## src/program.hex

```
// one 16-bit word per entry from address 0, 16 per line, word is {~addr, addr}
ff00 fe01 fd02 fc03 fb04 fa05 f906 f807 f708 f609 f50a f40b f30c f20d f10e f00f
ef10 ee11 ed12 ec13 eb14 ea15 e916 e817 e718 e619 e51a e41b e31c e21d e11e e01f
df20 de21 dd22 dc23 db24 da25 d926 d827 d728 d629 d52a d42b d32c d22d d12e d02f
cf30 ce31 cd32 cc33 cb34 ca35 c936 c837 c738 c639 c53a c43b c33c c23d c13e c03f
bf40 be41 bd42 bc43 bb44 ba45 b946 b847 b748 b649 b54a b44b b34c b24d b14e b04f
af50 ae51 ad52 ac53 ab54 aa55 a956 a857 a758 a659 a55a a45b a35c a25d a15e a05f
9f60 9e61 9d62 9c63 9b64 9a65 9966 9867 9768 9669 956a 946b 936c 926d 916e 906f
8f70 8e71 8d72 8c73 8b74 8a75 8976 8877 8778 8679 857a 847b 837c 827d 817e 807f
7f80 7e81 7d82 7c83 7b84 7a85 7986 7887 7788 7689 758a 748b 738c 728d 718e 708f
6f90 6e91 6d92 6c93 6b94 6a95 6996 6897 6798 6699 659a 649b 639c 629d 619e 609f
5fa0 5ea1 5da2 5ca3 5ba4 5aa5 59a6 58a7 57a8 56a9 55aa 54ab 53ac 52ad 51ae 50af
4fb0 4eb1 4db2 4cb3 4bb4 4ab5 49b6 48b7 47b8 46b9 45ba 44bb 43bc 42bd 41be 40bf
3fc0 3ec1 3dc2 3cc3 3bc4 3ac5 39c6 38c7 37c8 36c9 35ca 34cb 33cc 32cd 31ce 30cf
2fd0 2ed1 2dd2 2cd3 2bd4 2ad5 29d6 28d7 27d8 26d9 25da 24db 23dc 22dd 21de 20df
1fe0 1ee1 1de2 1ce3 1be4 1ae5 19e6 18e7 17e8 16e9 15ea 14eb 13ec 12ed 11ee 10ef
0ff0 0ef1 0df2 0cf3 0bf4 0af5 09f6 08f7 07f8 06f9 05fa 04fb 03fc 02fd 01fe 00ff

```

## src/fetch_pkg.sv

```systemverilog
package fetch_pkg;

    // datapath width, one instruction per word
    localparam int word_width = 16;

    // address split is tag | index | offset
    localparam int tag_width = 12;
    localparam int index_width = 2;
    localparam int offset_width = 2;

    // cache geometry
    localparam int line_words = 4;
    localparam int num_sets = 4;

    // read strobe to data strobe, in cycles
    localparam int mem_latency = 3;

    // rom size in words, addresses wrap at this depth
    localparam int mem_depth = 256;

    // instruction and data words
    typedef logic [word_width-1:0] word_t;
    // word addresses
    typedef logic [word_width-1:0] addr_t;
    // address fields
    typedef logic [tag_width-1:0] tag_t;
    typedef logic [index_width-1:0] index_t;
    typedef logic [offset_width-1:0] offset_t;

    // one cache block, valid bit on top
    typedef struct packed {
        logic  valid;
        tag_t  tag;
        word_t data;
    } line_entry_t;

    // cache to memory read strobe
    typedef struct packed {
        logic  read;
        addr_t addr;
    } mem_req_t;

    // memory to cache data strobe
    typedef struct packed {
        logic  valid;
        word_t data;
    } mem_rsp_t;

    // cache controller states
    typedef enum logic [1:0] {
        idle,
        lookup,
        refill,
        respond
    } cache_state_t;

    // fetch unit states
    typedef enum logic {
        run,
        wait_rsp
    } fetch_state_t;

endpackage

```

## src/inst_mem.sv

```systemverilog
`timescale 1ns/1ps

module inst_mem (
    input  logic                clk,
    input  logic                rst_n,
    input  fetch_pkg::mem_req_t mem_req,
    output fetch_pkg::mem_rsp_t mem_rsp
);
    import fetch_pkg::*;

    // program image
    word_t    rom [mem_depth];

    // read strobe and address per stage
    // stage 0 is loaded on the cycle of the read
    mem_req_t pipe [mem_latency];

    initial begin
        $readmemh("/design/src/program.hex", rom);
    end

    // latency pipeline, several reads may be in flight
    always_ff @(posedge clk or negedge rst_n) begin
        if (!rst_n) begin
            for (int i = 0; i < mem_latency; i++) begin
                pipe[i] <= '0;
            end
        end else begin
            pipe[0] <= mem_req;
            for (int i = 1; i < mem_latency; i++) begin
                pipe[i] <= pipe[i-1];
            end
        end
    end

    // rom read at the pipeline end
    // address wraps at the image size
    always_comb begin
        mem_rsp.valid = pipe[mem_latency-1].read;
        mem_rsp.data  = rom[pipe[mem_latency-1].addr % mem_depth];
    end

endmodule

```

## src/icache.sv

```systemverilog
`timescale 1ns/1ps

module icache (
    input  logic                clk,
    input  logic                rst_n,
    input  logic                req,
    input  fetch_pkg::addr_t    req_addr,
    output logic                rsp,
    output fetch_pkg::word_t    rsp_data,
    output logic                rsp_hit,
    output fetch_pkg::mem_req_t mem_req,
    input  fetch_pkg::mem_rsp_t mem_rsp
);
    import fetch_pkg::*;

    // block storage, one entry per set and word
    line_entry_t  cache_mem [num_sets][line_words];

    cache_state_t state;

    // request address, held for the whole transaction
    addr_t        lat_addr;
    tag_t         lat_tag;
    index_t       lat_index;
    offset_t      lat_offset;

    // block addressed by the latched request
    line_entry_t  sel_entry;
    logic         hit;

    // refill read issue
    logic         issue;
    logic         issue_on;
    offset_t      issue_cnt;

    // refill write position
    offset_t      fill_cnt;

    // field split of the latched address
    assign lat_tag    = lat_addr[word_width-1 -: tag_width];
    assign lat_index  = lat_addr[offset_width +: index_width];
    assign lat_offset = lat_addr[offset_width-1:0];

    // tag compare against the addressed block
    assign sel_entry = cache_mem[lat_index][lat_offset];
    assign hit       = sel_entry.valid && (sel_entry.tag == lat_tag);

    // first read goes out in lookup on a miss
    // the other three follow back to back in refill
    assign issue = ((state == lookup) && !hit) || ((state == refill) && issue_on);

    // line base plus word counter
    always_comb begin
        mem_req.read = issue;
        mem_req.addr = {lat_tag, lat_index, issue_cnt};
    end

    // hit answers straight from lookup
    // miss answers one cycle after the last word lands
    assign rsp      = ((state == lookup) && hit) || (state == respond);
    assign rsp_hit  = (state == lookup);
    assign rsp_data = sel_entry.data;

    // request address capture
    always_ff @(posedge clk) begin
        if (req) begin
            lat_addr <= req_addr;
        end
    end

    // controller
    always_ff @(posedge clk or negedge rst_n) begin
        if (!rst_n) begin
            state     <= idle;
            issue_on  <= 1'b0;
            issue_cnt <= '0;
            fill_cnt  <= '0;
        end else begin
            // read counter wraps back to 0 after the fourth read
            if (issue) begin
                issue_cnt <= issue_cnt + 1'b1;
                issue_on  <= (issue_cnt != offset_t'(line_words - 1));
            end

            // one block per data strobe, in order
            if (mem_rsp.valid) begin
                fill_cnt <= fill_cnt + 1'b1;
            end

            case (state)
                idle: begin
                    if (req) begin
                        state <= lookup;
                    end
                end
                lookup: begin
                    state <= hit ? idle : refill;
                end
                refill: begin
                    // last word of the line
                    if (mem_rsp.valid && (fill_cnt == offset_t'(line_words - 1))) begin
                        state <= respond;
                    end
                end
                respond: begin
                    state <= idle;
                end
                default: begin
                    state <= idle;
                end
            endcase
        end
    end

    // block array, only the valid bits clear on reset
    always_ff @(posedge clk or negedge rst_n) begin
        if (!rst_n) begin
            for (int s = 0; s < num_sets; s++) begin
                for (int b = 0; b < line_words; b++) begin
                    cache_mem[s][b].valid <= 1'b0;
                end
            end
        end else if (mem_rsp.valid && (state == refill)) begin
            cache_mem[lat_index][fill_cnt] <= '{valid: 1'b1, tag: lat_tag, data: mem_rsp.data};
        end
    end

    // memory answers only to reads this controller issued
    a_mem_rsp_in_refill: assert property (
        @(posedge clk) disable iff (!rst_n)
        mem_rsp.valid |-> (state == refill)
    );

    // one response per request
    a_rsp_pulse: assert property (
        @(posedge clk) disable iff (!rst_n)
        rsp |=> !rsp
    );

    // fetch unit keeps a single fetch outstanding
    a_req_in_idle: assert property (
        @(posedge clk) disable iff (!rst_n)
        req |-> (state == idle)
    );

endmodule

```

## src/fetch_unit.sv

```systemverilog
`timescale 1ns/1ps

module fetch_unit (
    input  logic             clk,
    input  logic             rst_n,
    input  logic             redirect,
    input  fetch_pkg::addr_t target,
    input  logic             stall,
    output logic             req,
    output fetch_pkg::addr_t req_addr,
    input  logic             rsp,
    input  fetch_pkg::word_t rsp_data,
    input  logic             rsp_hit,
    output fetch_pkg::word_t instr,
    output fetch_pkg::addr_t instr_pc,
    output logic             instr_valid,
    output logic             instr_hit
);
    import fetch_pkg::*;

    fetch_state_t state;

    // next address to fetch
    addr_t        pc;

    // redirect seen while a fetch was in flight
    logic         cancel;

    logic         drop;
    logic         accept;
    logic         issue;

    // a redirect on the response cycle also kills it
    assign drop   = cancel | redirect;
    assign accept = (state == wait_rsp) && rsp && !drop;

    // decide in run, req goes out one cycle later
    assign issue  = (state == run) && !req && !stall;

    always_ff @(posedge clk or negedge rst_n) begin
        if (!rst_n) begin
            state       <= run;
            req         <= 1'b0;
            pc          <= '0;
            cancel      <= 1'b0;
            instr_valid <= 1'b0;
        end else begin
            req         <= issue;
            instr_valid <= accept;

            case (state)
                run: begin
                    if (req) begin
                        state <= wait_rsp;
                    end
                end
                wait_rsp: begin
                    if (rsp) begin
                        state <= run;
                    end
                end
                default: begin
                    state <= run;
                end
            endcase

            // in flight from the req cycle until rsp
            if (rsp) begin
                cancel <= 1'b0;
            end else if (redirect && (req || (state == wait_rsp))) begin
                cancel <= 1'b1;
            end

            // redirect wins over sequential advance
            if (redirect) begin
                pc <= target;
            end else if (accept) begin
                pc <= req_addr + 1'b1;
            end
        end
    end

    // request address and delivered instruction
    always_ff @(posedge clk) begin
        if (issue) begin
            req_addr <= redirect ? target : pc;
        end
        if (accept) begin
            instr     <= rsp_data;
            instr_pc  <= req_addr;
            instr_hit <= rsp_hit;
        end
    end

    // one fetch outstanding at a time
    a_no_req_in_wait: assert property (
        @(posedge clk) disable iff (!rst_n)
        req |-> (state != wait_rsp)
    );

    // cache answers only a fetch that is waiting
    a_rsp_when_waiting: assert property (
        @(posedge clk) disable iff (!rst_n)
        rsp |-> (state == wait_rsp)
    );

endmodule

```

## src/fetch_top.sv

```systemverilog
`timescale 1ns/1ps

module fetch_top (
    input  logic             clk,
    input  logic             rst_n,
    input  logic             redirect,
    input  fetch_pkg::addr_t target,
    input  logic             stall,
    output fetch_pkg::word_t instr,
    output fetch_pkg::addr_t instr_pc,
    output logic             instr_valid,
    output logic             instr_hit
);
    import fetch_pkg::*;

    // fetch unit to cache
    logic     req;
    addr_t    req_addr;
    logic     rsp;
    word_t    rsp_data;
    logic     rsp_hit;

    // cache to memory
    mem_req_t mem_req;
    mem_rsp_t mem_rsp;

    // pc, redirect, stall and instruction register
    fetch_unit fetch_unit_i (
        .clk         (clk),
        .rst_n       (rst_n),
        .redirect    (redirect),
        .target      (target),
        .stall       (stall),
        .req         (req),
        .req_addr    (req_addr),
        .rsp         (rsp),
        .rsp_data    (rsp_data),
        .rsp_hit     (rsp_hit),
        .instr       (instr),
        .instr_pc    (instr_pc),
        .instr_valid (instr_valid),
        .instr_hit   (instr_hit)
    );

    // direct mapped, line refill on miss
    icache icache_i (
        .clk      (clk),
        .rst_n    (rst_n),
        .req      (req),
        .req_addr (req_addr),
        .rsp      (rsp),
        .rsp_data (rsp_data),
        .rsp_hit  (rsp_hit),
        .mem_req  (mem_req),
        .mem_rsp  (mem_rsp)
    );

    // fixed latency program rom
    inst_mem inst_mem_i (
        .clk     (clk),
        .rst_n   (rst_n),
        .mem_req (mem_req),
        .mem_rsp (mem_rsp)
    );

endmodule

```

## config.mk

```make
export PLATFORM = sky130hd
export DESIGN_NAME = fetch_top
export DESIGN_NICKNAME = d
export VERILOG_FILES = /design/src/fetch_pkg.sv /design/src/inst_mem.sv /design/src/icache.sv /design/src/fetch_unit.sv /design/src/fetch_top.sv
export SDC_FILE = /design/constraint.sdc
export NUM_CORES = 1
export LEC_CHECK = 0
export ABC_CLOCK_PERIOD_IN_PS = 3000
export BUFFER_PORTS_ARGS = -buffer_cell sky130_fd_sc_hd__buf_2
export CAP_MARGIN = 5
export CORE_AREA = 5 5 169 171
export CTS_CLUSTER_SIZE = 8
export DETAILED_ROUTE_END_ITERATION = 6
export DIE_AREA = 0 0 174 176
export GPL_ROUTABILITY_DRIVEN = 0
export SLEW_MARGIN = 20
export SYNTH_ARGS = -nofsm -noshare
export SYNTH_HDL_FRONTEND = slang
export SYNTH_SLANG_ARGS = --single-unit
```

## constraint.sdc

```tcl
create_clock -name clk -period 3 [get_ports clk]
set_input_delay 0.6 -clock clk [delete_from_list [all_inputs] [get_ports clk]]
set_output_delay 0.6 -clock clk [all_outputs]
set_load 0.01 [all_outputs]
```

; ---- After elaboration in Yosys (flattened, before gate mapping)
; Cells that the tools add are included.
; Widths: inputs -> output; s select.
[classes]
mul = 0
n_div = 0
bitwise_logic = 5
n_lt_le_gt_ge = 5
shift = 0
n_mux = 23
reduce_logical = 25
addsub = 3
eq_ne = 8
[ops]
columns = op, n
row1 = $bwmux 464, 1
row2 = $mux 116, 3
row3 = $bmux 116 s2, 1
row4 = $demux 116 s2, 1
row5 = $mux 29, 3
row6 = $bmux 29 s2, 1
row7 = $demux 29 s2, 1
row8 = $mux 16, 3
row9 = $add 16x1->16 const B, 1
row10 = $logic_and 1x1->1, 13
row11 = $eq 12x12->1, 1
row12 = $ge 3x3->1 const B, 3
row13 = $not 2->3, 3
row14 = $pmux 2 s4, 1
row15 = $eq 2x2->1 const B, 3
row16 = $lt 3x1->1 const B, 2
row17 = $mux 2, 3
row18 = $ne 2x2->1 const B, 3
row19 = $add 2x1->2 const B, 2
row20 = $logic_not 1->1, 4
row21 = $mux 1, 4
row22 = $reduce_and 2->1, 2
row23 = $reduce_bool 2->1, 2
row24 = $logic_or 1x1->1, 3
row25 = other kinds (5), 5
[word_totals]
rom_bits = 0
register_bits = 559
n_memories = 0
latch_bits = 0
output_inout_bits = 34
ramBits = 0
word_cells = 134

; ---- Depth between registers and ports, before layout
; Gate-level depths: netlist of run 1.
[logic_depth]
ltp_word = 15
mapped_depth = 13
mapped_depth_nobuf = 9

; ---- Hierarchy
; Synthesis of run 1 repeated with hierarchy kept, for this count alone.
[hier_totals]
hier_cells = 1112
area_unflattened_um2 = 22073.7
[by_module_without_submodules]
columns = module, area_each_um2, seq_area_each_um2, instances, cells_per_inst
row1 = icache, 19083.3, 14508.9, 1, 877
row2 = fetch_unit, 2783.9, 1971.9, 1, 214
row3 = inst_mem, 206.4, 75.1, 1, 21

; ---- Worst setup path after synthesis of run 1
; OpenSTA, ideal clock, no wires.
[synth_timing]
kind = reg-to-reg
from = register icache_i.lat_addr[3]
to = register fetch_unit_i.instr_hit (enable)
stages_incl_launch_ff = 13
setup_time_ns = 0.372
path_slack_ns = -0.232
arrival_ns = 2.860
path_cell_list = edfxtp_1 buf_6 buf_12 buf_8 mux4_2 xor2_1 a2111oi_0 nand4_1 nor4_4 a21o_2 nand2_4 buf_6 inv_1
[synth_via]
elab_chain_len = 13
[synth_lines]
columns = element, line_no
row1 = start: declaration, icache.sv:22  ; addr_t lat_addr;
row2 = start signal: assignment, icache.sv:67  ; lat_addr <= req_addr;
row3 = $not 2->3 (not written as such) (*), icache.sv:45  ; assign sel_entry = cache_mem[lat_index][lat_offset];
row4 = $bmux 116 s2 (*), icache.sv:45
row5 = $mux 116 (not written as such) (*) (2 in series), icache.sv:45
row6 = $bmux 29 s2 (*), icache.sv:45
row7 = $mux 29 (not written as such) (*) (2 in series), icache.sv:45
row8 = $eq 12x12->1, icache.sv:46  ; assign hit = sel_entry.valid && (sel_entry.tag == lat_tag);
row9 = $logic_and 1x1->1 (*), icache.sv:46
row10 = $logic_and 1x1->1 (*), icache.sv:60  ; assign rsp = ((state == lookup) && hit) || (state == respond);
row11 = $logic_or 1x1->1 (*), icache.sv:60
row12 = $logic_and 1x1->1 (*) (2 in series), fetch_unit.sv:35  ; assign accept = (state == wait_rsp) && rsp && !drop;
row13 = named net fetch_unit_i.accept, fetch_unit.sv:30  ; logic accept;
row14 = end signal: assignment, fetch_unit.sv:91  ; instr_hit <= rsp_hit;
row15 = end: declaration, fetch_unit.sv:17  ; output logic instr_hit
; The timed path passes the listed nets; every way through them passes the cells marked *. The select of a mux whose other input is x is not followed.
; A chain may end at the register's enable or synchronous reset.

; ---- Worst setup path after layout of run 1
[layout_timing]
from = register icache_i.lat_addr[2]
to = register fetch_unit_i.pc[5]
[layout_via]
elab_chain_len = 14
[layout_lines]
columns = element, line_no
row1 = $not 2->3 (not written as such) (*), icache.sv:45
row2 = $bmux 116 s2 (*), icache.sv:45
row3 = $mux 116 (not written as such) (*) (2 in series), icache.sv:45
row4 = $bmux 29 s2 (*), icache.sv:45
row5 = $mux 29 (not written as such) (*) (2 in series), icache.sv:45
row6 = $eq 12x12->1, icache.sv:46
row7 = $logic_and 1x1->1 (*), icache.sv:46
row8 = $logic_and 1x1->1 (*), icache.sv:60
row9 = $logic_or 1x1->1 (*), icache.sv:60
row10 = $logic_and 1x1->1 (*) (2 in series), fetch_unit.sv:35
row11 = $reduce_bool 2->1 (no line) (*), --
row12 = end signal: assignment, fetch_unit.sv:76  ; pc <= target;
row13 = end signal: assignment, fetch_unit.sv:78  ; pc <= req_addr + 1'b1;
row14 = end: declaration, fetch_unit.sv:24  ; addr_t pc;
; Mark *: on every way between the ends. The rest lies on a longest branch, timed or not. The select of a mux whose other input is x is not followed.

==> metrics.cfg, run 1 <==
[final_layout]
drive_gt1_share_pct = 29.7
instances_no_fill = 1215
fillCellCount = 2156
antenna_cells = 0
layout_commonest_cell = edfxtp_1
register_area_um2 = 8390
area_growth_pct = 20.5
final_util_pct = 53.5
multi_input_area_um2 = 3260
final_cell_mix = 241 x edfxtp_1, 73 x buf_4, 46 x dfrtp_1
nets = 881

[sta]
setup_violations = 32
fin_skew_ns = 0.0229
tightest_slew_ns = 0.875
fmax_mhz = 317
fin_tns_setup_ns = -4.28
period_needed_ns = 3.16
final-max-slew-violation-count = 0
hold_viol_final = 0
fin_ws_ns = -0.158
slew_headroom_pct = 41.7
rsz0062_at_grt = yes
timing.final.crit_share_pct = 105

[synthesis]
synthTopCellsByArea = edfxtp_1 61%, dfrtp_1 9.7%, mux4_2 4.0%, mux2_2 2.7%, mux2i_1 2.3%
synth_top_family_by_area = multiplexers
yosys.area.top_type_share_pct = 60.9
synth_top_flop_cell = edfxtp_1
syn_avg_cell_area_um2 = 16.7
synth.area.mux_share_pct = 10.9
synth_seq_area_share_pct = 70.6
synth_compound_area_share_pct = 6.59
synth_fa_ha_area_share_pct = 0.632
ys_types = 68
syn_area_um2 = 11900
synth-seq-cells = 287
synthXorXnorAreaFrac_pct = 2.21
synth_edf_count = 241
synth_cells = 710
yosys_warnings = 0
async_reset_ff_share_pct = 16.0
synthSimpleGateAreaFrac_pct = 5.70
synth_area_leader_cell = edfxtp_1

[placed_design]
dp.cells = 1148
dpl_worst_slack_ns = -0.346
dp_hpwl_mm = 17.9
io_buffers = 37

[critical_path]
cp_top_family = compound AO/OA/AOI/OAI gates
critPathBufInv = 4
worstSetupPathType = flop to flop
start_kind = flop
cp.required_ns = 3.39
cpPeakStageDelay_ns = 0.52
crit_path_top_delay_cell = mux4_2
worstPathMaxFanout = 13
crit_arrival_ns = 3.55
path_cells = buf_6 -> mux4_2 -> xor2_2 -> a2111oi_2 -> buf_4 -> nand4_1 -> nor4_4 -> buf_4 -> a21oi_4 -> o21ai_4 -> buf_12 -> o221ai_1
crit_path_frequent_cell = buf_4
cp-end-kind = flop

[route]
vias_per_cell = 5.64
drt-pass1-iter-count = 5
num_vias = 6847
wl_per_cell_um = 22.2
ant_nets = 0
wirelength_mm = 27.0
drc_errors = 0
drtIter0Drc = 598

[grt]
grt_max_degree = 42
antenna_found_initial = 0
grt_first_pass_wirelength_mm = 41.8
grt_pass1_vias = 7115
grt_util_all_layers_pct = 17.6
grt_overflow = 0

[cts]
tritoncts = built
path_clk_slew_ns = 0.05
cts_buffers = 41
cts.sinks = 287
clk_latency_ns = 0.53
cts_htree_levels = 2
cts_buffer_depth = 3
cts-root-buf = clkbuf_16

[die]
rows = 60
die_x_um = 174
die_area_um2 = 30600
core_area_um2 = 26700
die_h_um = 176
start_util_pct = 44.4
ioPinCount = 54

[status]
status = finished, violations left
failed_checks = negative setup slack

[pwr]
leakagePower_nw = 5.18
powerDensity_nw_per_um2 = 715
power_mw = 10.2
ir_worst_vdd_mv = 0.483

[worst_hold_path]
hp-class = primary input to flop

[job]
max-cap-violations = 0

cell families after synthesis:
group | Yosys count
flops | 287
simple gates | 132
compound gates | 105
mux | 86
buf+inv | 63
xor+xnor | 30
fa+ha+maj | 6
other cells | 1
worst reg2reg max path, delay by kind of cell (launching register included):
family	cells	cell delay [ns]
buf+inv	4	0.67
simple gates	2	0.54
compound gates	4	0.68
flops	1	0.46
xor+xnor	1	0.17
mux	1	0.52
path summary, 6_finish.rpt:
kind                            depth (start not counted)                      startpoint                                   to  slack, ns
worst max register to register                         12  icache_i.lat_addr[2]$_DFFE_PP_       fetch_unit_i.pc[5]$_DFFE_PN0P_      -0.16
worst max-delay path                                   12  icache_i.lat_addr[2]$_DFFE_PP_       fetch_unit_i.pc[5]$_DFFE_PN0P_      -0.16
worst min-delay path                                    3                      target[14]      fetch_unit_i.pc[14]$_DFFE_PN0P_       0.30
max in group asynchronous                               3                           rst_n   icache_i.cache_mem[28]$_DFFE_PN0P_       1.73
min in group asynchronous                               2                           rst_n  icache_i.cache_mem[347]$_DFFE_PN0P_       0.48
worst min register to register                          0   inst_mem_i.pipe[33]$_DFF_PN0_     inst_mem_i.mem_rsp[16]$_DFF_PN0_       0.34
synth_stat cells, types with 9 or more instances:
cell type,instances
edfxtp_1,241
dfrtp_1,46
nand2_1,38
nor2_1,34
mux2_2,29
mux2i_1,27
buf_4,23
inv_1,22
mux4_2,21
o21ai_0,19
o21bai_1,16
xnor2_1,15
xor2_1,15
o22ai_1,11
nand2b_1,9
final cells by class:
| type | count | share of cell area (%) |
|---|---|---|
| sequential | 287 | 58.6 |
| multi-input combinational | 375 | 22.8 |
| clock buffer | 59 | 7.64 |
| timing repair buffer | 127 | 7.03 |
| tap | 341 | 2.98 |
| inverter | 23 | 0.630 |
| clock inverter | 3 | 0.289 |
registers in the layout, indices dropped and copies added (netlist names), named ones only:
register,cells
fetch_unit_i.cancel,1
fetch_unit_i.pc,16
fetch_unit_i.instr_hit,1
icache_i.issue_on,1
icache_i.cache_mem,208
icache_i.lat_addr,16
fetch_unit_i.instr_valid,1
icache_i.state,1
icache_i.issue_cnt,2
fetch_unit_i.req_addr,16
inst_mem_i.pipe,2
fetch_unit_i.req,1
icache_i.fill_cnt,2
fetch_unit_i.state,1
fetch_unit_i.instr_pc,16
inst_mem_i.mem_rsp,1
timing repair:
item	CTS	global route
gates cloned	0	1
hold buffers	1	0
resized for setup	19	29
pin swaps	2	7
hold endpoints to repair	5	0
setup buffers	2	2
endpoints found under the setup margin	40	38
per-stage QoR:
step	hold slack, ns	cell area, um^2
after floorplan	0.304	11900
after global placement	0.336	12900
after detailed placement	0.336	12900
after CTS	0.281	14200
after global routing	0.308	14300
final	0.297	14300
routing by layer:
layer	global-route usage [%]	routed length (um)	part of all wire, %	up-vias
met5	0	0	0	-
met4	5.38	750	2.8	0
met3	3.36	1540	5.7	57
met2	28.9	13100	49	256
met1	24.1	11600	43	3511
li1	-	-	-	3023
power by group:
part	leakage, nW	internal, mW	switching, mW	total, mW
combinational	1.88	0.597	0.644	1.24
clock	0.545	2.50	1.58	4.07
sequential	2.75	4.65	0.258	4.91
total	5.18	7.75	2.48	10.2
No activity file was read; power rests on OpenSTA's default activity.
==> inputs of run 2 (changes only) <==
--- a/config.mk
+++ b/config.mk
@@ -6,12 +6,11 @@
 export NUM_CORES = 1
 export LEC_CHECK = 0
 export ABC_CLOCK_PERIOD_IN_PS = 3000
-export BUFFER_PORTS_ARGS = -buffer_cell sky130_fd_sc_hd__buf_2
-export CAP_MARGIN = 5
 export CORE_AREA = 5 5 169 171
 export CTS_CLUSTER_SIZE = 8
 export DETAILED_ROUTE_END_ITERATION = 6
 export DIE_AREA = 0 0 174 176
+export DONT_BUFFER_PORTS = 1
 export GPL_ROUTABILITY_DRIVEN = 0
 export SLEW_MARGIN = 20
 export SYNTH_ARGS = -nofsm -noshare
==> metrics.cfg, run 2 (synthesis gave the netlist of run 1 again) <==
[status]
status = finished, violations left
failed_checks = negative setup slack

[final_layout]
antenna_cells = 0
final_util_pct = 52.8
nets = 841
layout_commonest_cell = edfxtp_1
largest_reg_flops = 208
area_growth_pct = 18.7
drive_gt1_share_pct = 25.0
stdcell_area_um2 = 14100
regMostFlops = icache_i.cache_mem
final_cell_mix = 241 x edfxtp_1, 75 x buf_4, 46 x dfrtp_1

[critical_path]
reg2regPathDepth = 12
cp.required_ns = 3.23
worstPathMaxFanout = 14
cp-startpoint = icache_i.lat_addr[3]$_DFFE_PP_
crit_path_end = fetch_unit_i.instr_hit$_DFFE_PP_
crit_path_top_delay_cell = mux4_2
cp-end-kind = flop
timing.rr.end = fetch_unit_i.instr_hit$_DFFE_PP_
reg2reg_from = icache_i.lat_addr[3]$_DFFE_PP_
r2r_slack_ns = -0.05
cp.depth = 12
critPathBufInv = 5
start_kind = flop
cpPeakStageDelay_ns = 0.51
crit_arrival_ns = 3.28
path_cells = buf_12 -> buf_12 -> mux4_2 -> xor2_1 -> o311ai_1 -> o211ai_1 -> nor4_2 -> buf_4 -> a21o_2 -> nand2_4 -> clkinvlp_4 -> buf_12
crit_path_frequent_cell = buf_12
worstSetupPathType = flop to flop
cp_top_family = buffers and inverters

[worst_hold_path]
hp-class = primary input to flop

[placed_design]
dpl_worst_slack_ns = -0.211
dp_hpwl_mm = 17.2
io_buffers = 0
postPlaceCellArea_um2 = 12700

[route]
wirelength_mm = 26.1
met3_length_mm = 1.54
met1_length_mm = 11.0
ant_nets = 0
met2_length_mm = 12.9
drc_errors = 0
vias_per_cell = 5.56
drt-pass1-iter-count = 5
drtIter0Drc = 452
highest_layer = met4
wl_per_cell_um = 22.1
num_vias = 6565

[grt]
grt_max_degree = 47
antenna_found_initial = 0
grt_first_pass_wirelength_mm = 40.6
grt_util_all_layers_pct = 17.1
grt_pass1_vias = 6945
grt_overflow = 0

[die]
die_h_um = 176
rows = 60
die_area_um2 = 30600
ioPinCount = 54
core_area_um2 = 26700
die_x_um = 174
start_util_pct = 44.4

[sta]
slew_headroom_pct = 58.3
period_needed_ns = 3.05
tightest_slew_ns = 0.626
hold_viol_final = 0
final-max-slew-violation-count = 0
rsz0062_at_grt = yes
timing.final.crit_share_pct = 102
setup_violations = 22
fin_ws_ns = -0.0497
fin_skew_ns = 0.0252
fmax_mhz = 328

[cts]
cts-root-buf = clkbuf_16
cts.sinks = 287
path_clk_slew_ns = 0.05
tritoncts = built
cts_htree_levels = 2
clk_latency_ns = 0.53
cts_buffer_depth = 3
cts_buffers = 41

[job]
max-cap-violations = 0

[pwr]
leakagePower_nw = 5.05
powerDensity_nw_per_um2 = 728
ir_worst_vdd_mv = 0.400

==> run 2: cell types whose count changed in the layout (fill, tap and decap cells not counted), sizes merged <==
cell and change:
buf -39, clkbuf +5, clkinv -1
==> run 2: power by group <==
group	switching, mW	internal (mW)
clock	1.61	2.58
combinational	0.620	0.572
sequential	0.232	4.65
==> run 2: how the worst min path moves through the flow <==
stage	from	to	slack (ns)	cells after the start
detailed placement	rst_n	icache_i.issue_cnt[0]$_DFFE_PN0P_	0.31	0
floorplan	rst_n	async pin	0.30	0
global placement	rst_n	inst_mem_i.mem_rsp[16]$_DFF_PN0_	0.31	0
CTS	redirect	fetch_unit_i.pc[1]$_DFFE_PN0P_	0.15	1
global route	redirect	fetch_unit_i.pc[1]$_DFFE_PN0P_	0.21	1
finish	redirect	fetch_unit_i.pc[1]$_DFFE_PN0P_	0.17	1
==> run 2: final cells by class <==
cell class,count,area (um^2)
Clock inverter,2,36.3
Multi-Input combinational cell,375,3240
Sequential cell,287,8390
Clock buffer,65,1140
Timing Repair Buffer,87,783
Fill cell,2180,12600
Tap cell,341,427
Inverter,23,90.1
==> run 2: stage by stage <==
step / setup TNS, ns / hold WS (ns) / power [mW] / cells
floorplan: -0.625 / 0.304 / 5.66 / 725
global placement: -5.85 / 0.308 / 6.01 / 1102
detailed placement: -5.61 / 0.308 / 6.05 / 1102
CTS: -1.48 / 0.155 / 10.4 / 1180
global route: -4.99 / 0.208 / 10.7 / 1180
finish: -0.754 / 0.175 / 10.3 / 1180
==> run 2: layer usage <==
metal | vias to the layer above | global-route usage [%]
li1 | 2953 | -
met1 | 3349 | 22.6
met2 | 201 | 28.4
met3 | 62 | 3.98
met4 | 0 | 5.58
met5 | - | 0
==> run 2: what timing repair did <==
item                                    4_1_cts  5_1_grt
hold endpoints to repair                     46        0
resized for setup                            13        6
hold buffers                                  2        0
endpoints found under the setup margin       36       38
setup buffers                                 9        0
pin swaps                                     6        2
==> inputs of run 3 (changes only) <==
--- a/config.mk
+++ b/config.mk
@@ -12,6 +12,7 @@
 export DIE_AREA = 0 0 174 176
 export DONT_BUFFER_PORTS = 1
 export GPL_ROUTABILITY_DRIVEN = 0
+export PLACE_DENSITY_LB_ADDON = 0.12
 export SLEW_MARGIN = 20
 export SYNTH_ARGS = -nofsm -noshare
 export SYNTH_HDL_FRONTEND = slang
==> metrics.cfg, run 3 (synthesis gave the netlist of run 1 again) <==
[status]
status = finished, violations left
failed_checks = negative setup slack

[sta]
period_needed_ns = 3.09
timing.final.crit_share_pct = 103
final-max-slew-violation-count = 0
tightest_slew_ns = 0.653
fin_ws_ns = -0.0930
whs_ns = 0.208
slew_headroom_pct = 56.5
fin_skew_ns = 0.0148
hold_viol_final = 0
setup_violations = 32
rsz0062_at_grt = yes
fmax_mhz = 323

[pwr]
leakagePower_nw = 5.08
ir_worst_vdd_mv = 0.464
powerDensity_nw_per_um2 = 724

[route]
wirelength_mm = 27.1
drt-pass1-iter-count = 5
drtIter0Drc = 386
ant_nets = 0
vias_per_cell = 5.57
drc_errors = 0
wl_per_cell_um = 23.1
num_vias = 6540

[final_layout]
stdcell_area_um2 = 14200
final_cell_mix = 241 x edfxtp_1, 66 x buf_4, 46 x dfrtp_1
regMostFlops = icache_i.cache_mem
drive_gt1_share_pct = 26.7
area_growth_pct = 20.0
largest_reg_flops = 208
layout_commonest_cell = edfxtp_1
antenna_cells = 0
fillCellCount = 2185
nets = 842

[placed_design]
postPlaceCellArea_um2 = 12700
io_buffers = 0
dp_hpwl_mm = 17.2

[critical_path]
reg2regPathDepth = 11
r2r_slack_ns = -0.09
worstSetupPathType = flop to flop
crit_arrival_ns = 3.47
start_kind = flop
cp.required_ns = 3.38
cp-end-kind = flop
timing.rr.end = fetch_unit_i.pc[5]$_DFFE_PN0P_
worstPathMaxFanout = 6
reg2reg_from = icache_i.lat_addr[2]$_DFFE_PP_

[die]
ioPinCount = 54
die_x_um = 174
core_area_um2 = 26700
die_h_um = 176
start_util_pct = 44.4
die_area_um2 = 30600
rows = 60

[cts]
clk_latency_ns = 0.51
cts_buffers = 41
cts_htree_levels = 2
cts-root-buf = clkbuf_16
cts_buffer_depth = 3
tritoncts = built
cts.sinks = 287
path_clk_slew_ns = 0.05

[grt]
grt_max_degree = 47
grt_pass1_vias = 6787
grt_util_all_layers_pct = 17.7
grt_overflow = 0
antenna_found_initial = 0
grt_first_pass_wirelength_mm = 41.5

[job]
max-cap-violations = 0

[worst_hold_path]
holdPathEnd = fetch_unit_i.pc[1]$_DFFE_PN0P_
hp-class = primary input to flop
min_path_cells = 1
holdCritStartpoint = redirect

run 3: cell types whose count changed in the layout (fill, tap and decap cells not counted), moves of 3 or more:
cell	change
buf_6	+5
o221ai_2	+5
o21ai_1	+3
o21ai_0	-3
o221ai_1	-5
buf_4	-9
clkbuf_1	-6
run 3: cell type report:
class,count,area [um^2],area share (%)
inverter,23,90.1,0.632
multi-input combinational,375,3320,23.3
tap,341,427,2.99
timing repair buffer,88,880,6.17
clock buffer,60,1140,8.00
clock inverter,1,8.76,0.0615
sequential,287,8390,58.9
run 3: per-stage QoR:
stage | setup TNS, ns | cells | total power, mW | setup WS [ns] | util, %
after floorplan | -0.625 | 725 | 5.66 | -0.0367 | -
after global placement | -7.70 | 1100 | 6.05 | -0.276 | 47.6
after detailed placement | -8.93 | 1100 | 6.08 | -0.291 | 47.6
after CTS | -0.907 | 1171 | 10.4 | -0.0567 | 52.8
after global routing | -6.35 | 1175 | 10.7 | -0.205 | 53.3
final | -2.35 | 1175 | 10.3 | -0.0930 | 53.3
run 3: how the worst max path moves through the flow:
stage | start | to | slack [ns]
final | icache_i.lat_addr[2]$_DFFE_PP_ | fetch_unit_i.pc[5]$_DFFE_PN0P_ | -0.09
after global routing | icache_i.lat_addr[2]$_DFFE_PP_ | fetch_unit_i.pc[9]$_DFFE_PN0P_ | -0.21
after CTS | icache_i.lat_addr[2]$_DFFE_PP_ | fetch_unit_i.instr_pc[2]$_DFFE_PP_ | -0.06
after detailed placement | icache_i.lat_addr[3]$_DFFE_PP_ | fetch_unit_i.instr_pc[5]$_DFFE_PP_ | -0.29
after global placement | icache_i.lat_addr[2]$_DFFE_PP_ | fetch_unit_i.instr_hit$_DFFE_PP_ | -0.28
after floorplan | icache_i.lat_addr[3]$_DFFE_PP_ | fetch_unit_i.instr_hit$_DFFE_PP_ | -0.04
run 3: what timing repair did:
item / CTS / global route
hold buffers: 2 / 0
buffers inserted: 8 / 3
endpoints found under the hold margin: 46 / 0
pin swaps: 6 / 4
setup endpoints to repair: 39 / 39
cloned: 1 / 1
resized for setup: 26 / 21
run 3: report_power, final:
| part | leakage [nW] | switching, mW | internal (mW) |
|---|---|---|---|
| Clock | 0.555 | 1.57 | 2.58 |
| Combinational | 1.77 | 0.666 | 0.611 |
| Sequential | 2.75 | 0.236 | 4.65 |
| Total | 5.08 | 2.47 | 7.85 |
run 3: critical path, cell delays in order, from the launching register on:
cell       delay, ns
edfxtp_1        0.44
buf_6           0.16
mux4_2          0.52
or3_1           0.33
o2111a_1        0.13
nand3b_1        0.18
o2111ai_4       0.20
nor4_4          0.33
a21oi_2         0.14
o21ai_4         0.22
clkbuf_16       0.19
o221ai_1        0.11
run 3: routing by layer:
| layer | vias up | global-route usage [%] | share of wire, % |
|---|---|---|---|
| li1 | 2946 | - | - |
| met3 | 45 | 3.25 | 4.7 |
| met1 | 3368 | 24.4 | 44 |
| met2 | 181 | 29.1 | 49 |
| met4 | 0 | 4.95 | 2.1 |
| met5 | - | 0 | 0 |
